$ cat src/verilog/tcdm_pkg.sv
// data word and byte-enable definitions shared by the lane interface,
// the wide port adapter, the router and the banks
package tcdm_pkg;

  // bytes per memory word
  localparam int unsigned WordBytes = 4;

  // one memory word, 32 bits
  typedef logic [8*WordBytes-1:0] word_t;

  // one enable bit per byte of a word
  typedef logic [WordBytes-1:0] be_t;

endpackage

$ cat src/verilog/route_pkg.sv
// byte address type and the byte-to-word address mapping
package route_pkg;

  // byte address width of every lane
  localparam int unsigned AddrWidth = 32;

  typedef logic [AddrWidth-1:0] addr_t;

  // low address bits dropped to get the word address
  // word address W -> bank W mod NB_BANKS, row W div NB_BANKS
  localparam int unsigned WordOffsetBits = 2;

endpackage

$ cat src/verilog/tcdm_lane_intf.sv
`timescale 1ns/1ps

// one 32-bit lane of the shared memory, request and response side
interface tcdm_lane_intf;

  logic             req;
  route_pkg::addr_t add;     // byte address
  logic             wen;     // 1 = read, 0 = write
  tcdm_pkg::be_t    be;
  tcdm_pkg::word_t  data;    // write data
  logic             gnt;
  tcdm_pkg::word_t  r_data;  // valid one cycle after the grant

  modport initiator (
    output req,
    output add,
    output wen,
    output be,
    output data,
    input  gnt,
    input  r_data
  );

  modport target (
    input  req,
    input  add,
    input  wen,
    input  be,
    input  data,
    output gnt,
    output r_data
  );

endinterface

$ cat src/verilog/tcdm_bank.sv
`timescale 1ns/1ps

// single-port word bank with byte enables and one-cycle read latency
module tcdm_bank #(
  parameter int unsigned NB_BANKS   = 8,
  parameter int unsigned BANK_DEPTH = 64
) (
  input  logic          clk_i,
  input  logic          rst_ni,
  input  logic          hold_i,  // bank taken by another master
  tcdm_lane_intf.target port
);

  localparam int unsigned BankBits = $clog2(NB_BANKS);
  localparam int unsigned RowBits  = $clog2(BANK_DEPTH);

  tcdm_pkg::word_t    mem [BANK_DEPTH];
  route_pkg::addr_t   word_addr;
  logic [RowBits-1:0] row;
  logic               access;
  tcdm_pkg::word_t    r_data_q;

  assign port.gnt  = ~hold_i;
  assign word_addr = port.add >> route_pkg::WordOffsetBits;
  assign row       = word_addr[BankBits +: RowBits];  // word address div NB_BANKS
  assign access    = port.req & ~hold_i;

  always_ff @(posedge clk_i) begin
    if (access && !port.wen) begin
      for (int j = 0; j < tcdm_pkg::WordBytes; j++) begin
        if (port.be[j]) begin
          mem[row][8*j +: 8] <= port.data[8*j +: 8];
        end
      end
    end
  end

  always_ff @(posedge clk_i or negedge rst_ni) begin
    if (!rst_ni) begin
      r_data_q <= '0;
    end else if (access && port.wen) begin
      r_data_q <= mem[row];
    end
  end

  assign port.r_data = r_data_q;

endmodule

$ cat src/flat_wrapper.sv
// flat-port wrapper written by rule: the top's interface ports become plain ports
module tcdm_bank_flat 
#(
  parameter int unsigned NB_BANKS   = 8,
  parameter int unsigned BANK_DEPTH = 64
)
  (clk_i, rst_ni, hold_i, port_req, port_add, port_wen, port_be, port_data, port_gnt, port_r_data);
  tcdm_lane_intf port_i ();
  input  logic clk_i;
  input  logic rst_ni;
  input  logic hold_i;
  input wire logic [$bits(port_i.req)-1:0] port_req;
  input wire logic [$bits(port_i.add)-1:0] port_add;
  input wire logic [$bits(port_i.wen)-1:0] port_wen;
  input wire logic [$bits(port_i.be)-1:0] port_be;
  input wire logic [$bits(port_i.data)-1:0] port_data;
  output wire logic [$bits(port_i.gnt)-1:0] port_gnt;
  output wire logic [$bits(port_i.r_data)-1:0] port_r_data;
  assign port_i.req = port_req;
  assign port_i.add = port_add;
  assign port_i.wen = port_wen;
  assign port_i.be = port_be;
  assign port_i.data = port_data;
  assign port_gnt = port_i.gnt;
  assign port_r_data = port_i.r_data;
  tcdm_bank #(.NB_BANKS(NB_BANKS), .BANK_DEPTH(BANK_DEPTH)) u_core (.clk_i(clk_i), .rst_ni(rst_ni), .hold_i(hold_i), .port(port_i));
endmodule
$ cat config.mk
export PLATFORM = sky130hd
export DESIGN_NAME = tcdm_bank_flat
export DESIGN_NICKNAME = d
export VERILOG_FILES = /design/src/verilog/tcdm_pkg.sv /design/src/verilog/route_pkg.sv /design/src/verilog/tcdm_lane_intf.sv /design/src/verilog/tcdm_bank.sv /design/src/flat_wrapper.sv
export SDC_FILE = /design/constraint.sdc
export NUM_CORES = 2
export LEC_CHECK = 0
export BUFFER_PORTS_ARGS = -buffer_cell sky130_fd_sc_hd__buf_2
export CORE_ASPECT_RATIO = 1.2
export CORE_MARGIN = 2
export CORE_UTILIZATION = 50
export DETAILED_ROUTE_END_ITERATION = 8
export GPL_ROUTABILITY_DRIVEN = 0
export PLACE_DENSITY = 0.74
export SLEW_MARGIN = 40
export SYNTH_ARGS = -nofsm -noshare
export SYNTH_HDL_FRONTEND = slang
export SYNTH_SLANG_ARGS = --single-unit
$ cat constraint.sdc
create_clock -name clk_i -period 5.2 [get_ports clk_i]
set_input_delay 0.26 -clock clk_i [delete_from_list [all_inputs] [get_ports clk_i]]
set_output_delay 0.26 -clock clk_i [all_outputs]
set_load 0.005 [all_outputs]
# --- After elaboration in Yosys (flattened, before gate mapping) ---
# Memory sizes are Yosys's and may differ from the RTL's. A register that Yosys moved wholly into a read port is not among the register bits.
# Index checks and enable logic that the tools add are counted.
totals:
  memories: 1
  reg_bits: 0
  input_bits: 73
  output_inout_bits: 33
  word_cells: 19
  mem_bits_rw: 2048
classes:
  mux: 12
  reduce_logical: 4
  n_bitwise: 2
memory_table:
  columns: ["name", "words", "word_bits", "rd", "rd_clocked_by_memory_dff", "wr", "line_no", "source"]
  rows:
  - ["u_core.mem", 64, 32, 1, 1, 1, "tcdm_bank.sv:17", "tcdm_pkg::word_t mem [BANK_DEPTH];"]
op_table:
  columns: ["cell", "n"]
  rows:
  - ["$mux W1", 12]
  - ["$logic_and A1 B1 Y1", 2]
  - ["$logic_not A1 Y1", 2]
  - ["$and A1 B1 Y1", 1]
  - ["$not A1 Y1", 1]

# --- Logic depth before layout (Yosys ltp) ---
depth:
  ltp_word: 5
  mapped_depth: 11
  depth_no_buf: 6

# --- Worst setup path after synthesis ---
# No wires, ideal clock.
synth_timing:
  kind: "input -> register"
  start: "input port port_add[7]"
  end: "memory u_core.mem[59][24] (netlist bit) (enable)"
  required_time_ps: 4830
  arrival_ps: 1937
  path_buffers: 5
  setup_ps: 370
  slack_ps: 2892
  stages: 8
  cell_sequence: "buf_6 buf_6 inv_1 buf_2 buf_1 clkbuf_1 nand2_1 nor2_1"
synth_rtl:
  columns: ["item", "line_no", "source"]
  rows:
  - ["start: declaration", "flat_wrapper.sv:13", "input wire logic [$bits(port_i.add)-1:0] port_add;"]
  - ["end: declaration", "tcdm_bank.sv:17", null]
# Straight into the memory's write port.

# --- Final worst setup path ---
layout_timing:
  start: "input port port_add[5]"
  end: "memory u_core.mem[51][9] (netlist bit) (enable)"
# Straight into the memory's write port.

==> results.sh <==
export IMPL_clock_path_buffers=3
export IMPL_r2r_start="u_core.mem[4][29]"
export IMPL_internal_power_mw=26.1
export IMPL_required_ps=5650
export IMPL_yosysMostFrequentCell="edfxtp_1"
export IMPL_ys_top_cells_by_count="2048 x edfxtp_1, 372 x nor2_1, 223 x mux2i_1"
export IMPL_cts_tree="done"
export IMPL_yosys_register_bits=2080
export IMPL_detail_route_antenna_nets=0
export IMPL_fin_worst_skew_ps=32.0
export IMPL_endpoint_kind="register"
export IMPL_cts_root_buffer="clkbuf_16"
export IMPL_hold_viol_final=0
export IMPL_track_usage=0.262
export IMPL_crit_slowest_cell="nor2_1"
export IMPL_p_leak_nw=27.9
export IMPL_ys_types=63
export IMPL_antenna_found_initial=8
export IMPL_tightest_slew_ps=908
export IMPL_clock_power_share=0.386
export IMPL_start_util=0.504
export IMPL_post_drt_wl_per_cell_um=32.5
export IMPL_wl_um=217000
export IMPL_grt_overflow=0
export IMPL_r2r_cells=5
export IMPL_synth_top_area_cell="edfxtp_1"
export IMPL_fmax_mhz=315
export IMPL_p_sw_frac=0.218
export IMPL_h_tree_depth=4
export IMPL_seqPwrFrac=0.557
export IMPL_powerDensity_mw_per_mm2=372
export IMPL_final_setup_viol_count=0
export IMPL_critPathLaunchType="primary input"
export IMPL_syn_area_per_cell_um2=18.8
export IMPL_clk_latency_ps=830
export IMPL_hpwl_um=129000
export IMPL_core_mm2=0.161
export IMPL_combinationalPowerShare=0.057
export IMPL_ys_top_cells_by_area="edfxtp_1 76%, mux4_2 6.0%, mux2i_1 2.8%, mux2_2 2.1%, a221oi_1 1.8%"
export IMPL_grt_max_degree=101
export IMPL_fin_ws_ps=2020
export IMPL_vias=44140
export IMPL_power_mw=33.3
export IMPL_r2r_slack_ps=2730
export IMPL_area_growth_pct=10.8
export IMPL_outcome="complete, no violations"
export IMPL_synth_fp_nets=4383
export IMPL_rows=161
export IMPL_grt_pass1_vias=43563
export IMPL_slew_violations=0
export IMPL_finalSetupTns_ps=0
export IMPL_yosysWarnings=0
export IMPL_die_area_mm2=0.165
export IMPL_drive_gt1_frac=0.219
export IMPL_crit_fanout=61
export IMPL_numCtsBuffers=178
export IMPL_period_share=0.611
export IMPL_synth_area_mm2=0.0810
export IMPL_cp_cell_sequence="buf_8 > buf_4 > and2_2 > nand2_1 > nor2_1"
export IMPL_clkTransAtPathRegs_ps=70
export IMPL_die_w_um=371
export IMPL_grt_pass1_wl_um=310000
export IMPL_cts_sinks=2080
export IMPL_route_detailed_drc=0
export IMPL_post_place_ws_ps=1340
export IMPL_vdd_drop_max_v=0.000358
export IMPL_dr_pass1_iters=7
export IMPL_ys_flop_type="edfxtp_1"
export IMPL_fillers=11855
export IMPL_power_switching_mw=7.27
export IMPL_rsz0062_at_grt="false"
export IMPL_critical_path_max_stage_delay_ps=850
export IMPL_die_height_um=445
export IMPL_synth_cells=4310
export IMPL_crit_arrival_ps=3630
export IMPL_ioPinCount=106
export IMPL_finalNetCount=4479
export IMPL_period_needed_ps=3180
export IMPL_setup_worst_path_end="u_core.mem[51][9]"
export IMPL_max_cap_viol_count=0
export IMPL_synth_top_area_share=0.759
export IMPL_io_buffers=79
export IMPL_whs_ps=5.33
export IMPL_hold_path_class="primary input to register"
export IMPL_synth_seq_area_share=0.769
export IMPL_async_reset_ff_frac=0.0154
export IMPL_relSlewSlack=0.392
export IMPL_crit_type="primary input to register"
export IMPL_drt_iter0_markers=6757
export IMPL_via_per_inst=6.62
export IMPL_crit_start="port_add[5]"
export IMPL_synth_edf_count=2048
export IMPL_r2r_end="u_core.port.r_data[29]"
flip-flops by register name (all words and copies together), names as in the netlist:
signal and flops:
u_core.mem 2048, u_core.port.r_data 32
metrics by stage:
| stage | instances | util | instance area, µm² |
|---|---|---|---|
| finish | 6671 | 0.558 | 89800 |
| global route | 6671 | 0.558 | 89800 |
| CTS | 6669 | 0.557 | 89500 |
| detailed placement | 6319 | 0.521 | 83700 |
| global placement | 6315 | 0.519 | 83400 |
| floorplan | 4310 | - | 81000 |
logic make-up (layout without fill, tap and decap cells):
family / Yosys count / count (layout) / synth area share
buf+inv: 302 / 543 / 0.0213
other cells: 0 / 1 / 0
compound gates: 758 / 758 / 0.0711
flops: 2080 / 2080 / 0.769
simple gates: 572 / 572 / 0.0284
mux: 598 / 598 / 0.110
critical path: cells and delay by family:
family        cells  cell delay [ps]
simple gates      3             2090
buf+inv           2             1180
worst min path at each step:
| stage | startpoint | end | slack [ps] | cells past startpoint |
|---|---|---|---|---|
| after floorplan | rst_ni | u_core.port.r_data[0] | -40 | 0 |
| after global placement | rst_ni | u_core.port.r_data[20] | 400 | 2 |
| after detailed placement | rst_ni | u_core.port.r_data[20] | 400 | 2 |
| after CTS | port_data[12] | u_core.mem[45][12] | 0.4 | 1 |
| after global routing | port_data[9] | u_core.mem[43][9] | 20 | 1 |
| final | port_data[12] | u_core.mem[45][12] | 5 | 1 |
layer usage:
layer / part of all wire / wire length [µm] / GRT usage / vias to the layer above
met5: 0.00023 / 50 / 0 / -
met4: 0.060 / 13100 / 0.138 / 8
met3: 0.11 / 24200 / 0.0546 / 653
met2: 0.47 / 103000 / 0.412 / 3000
met1: 0.35 / 76400 / 0.345 / 22577
li1: - / - / - / 17902
cells in the final DEF, fill, tap and decap left out, types with 8 or more instances in the layout:
master and instances:
a211oi_1 15, a222oi_1 9, buf_4 120, o2bb2ai_1 28, o32a_1 11, nand2_1 134, dfrtp_1 32, mux2_2 153
clkinv_2 25, o211ai_1 14, edfxtp_1 2048, mux4_2 217, clkinvlp_4 9, dlygate4sd3_1 25, nor2_1 215, mux2i_1 223
a21oi_1 85, a41oi_1 8, bufinv_16 12, nor2_2 152, clkbuf_1 44, a22o_1 26, a221o_1 33, a221oi_1 164
o22a_1 17, buf_2 50, o22ai_1 99, o21ai_0 56, and3_1 8, buf_12 10, o221ai_1 29, clkinv_1 43
inv_6 10, a31oi_1 13, clkbuf_16 181, a22oi_1 120
final cells by class:
cell class,instances,area [µm²],share of cell area
clock inverters,100,838,0.00934
flip-flops and latches,2080,62300,0.694
repair buffers,213,1740,0.0194
diodes,1,2.50,0.0000279
well taps,2119,2650,0.0295
multi-input cells,1928,17500,0.195
clock buffers,225,4690,0.0523
inverters,5,31.3,0.000348
power groups by stage:
stage	clock, mW	combinational (mW)	sequential [mW]
detailed placement	0	1.83	18.9
CTS	12.9	1.86	18.6
global placement	0	1.78	18.9
global route	13.5	1.96	18.6
finish	12.9	1.89	18.6
floorplan	0	0.964	18.9
repair_timing:
| item | in CTS | in global routing |
|---|---|---|
| hold endpoints to repair | 868 | 0 |
| hold buffers | 25 | 0 |
| buffers inserted | 0 | 0 |
| gates resized for setup | 0 | 0 |
No activity file was read; power rests on OpenSTA's default activity.
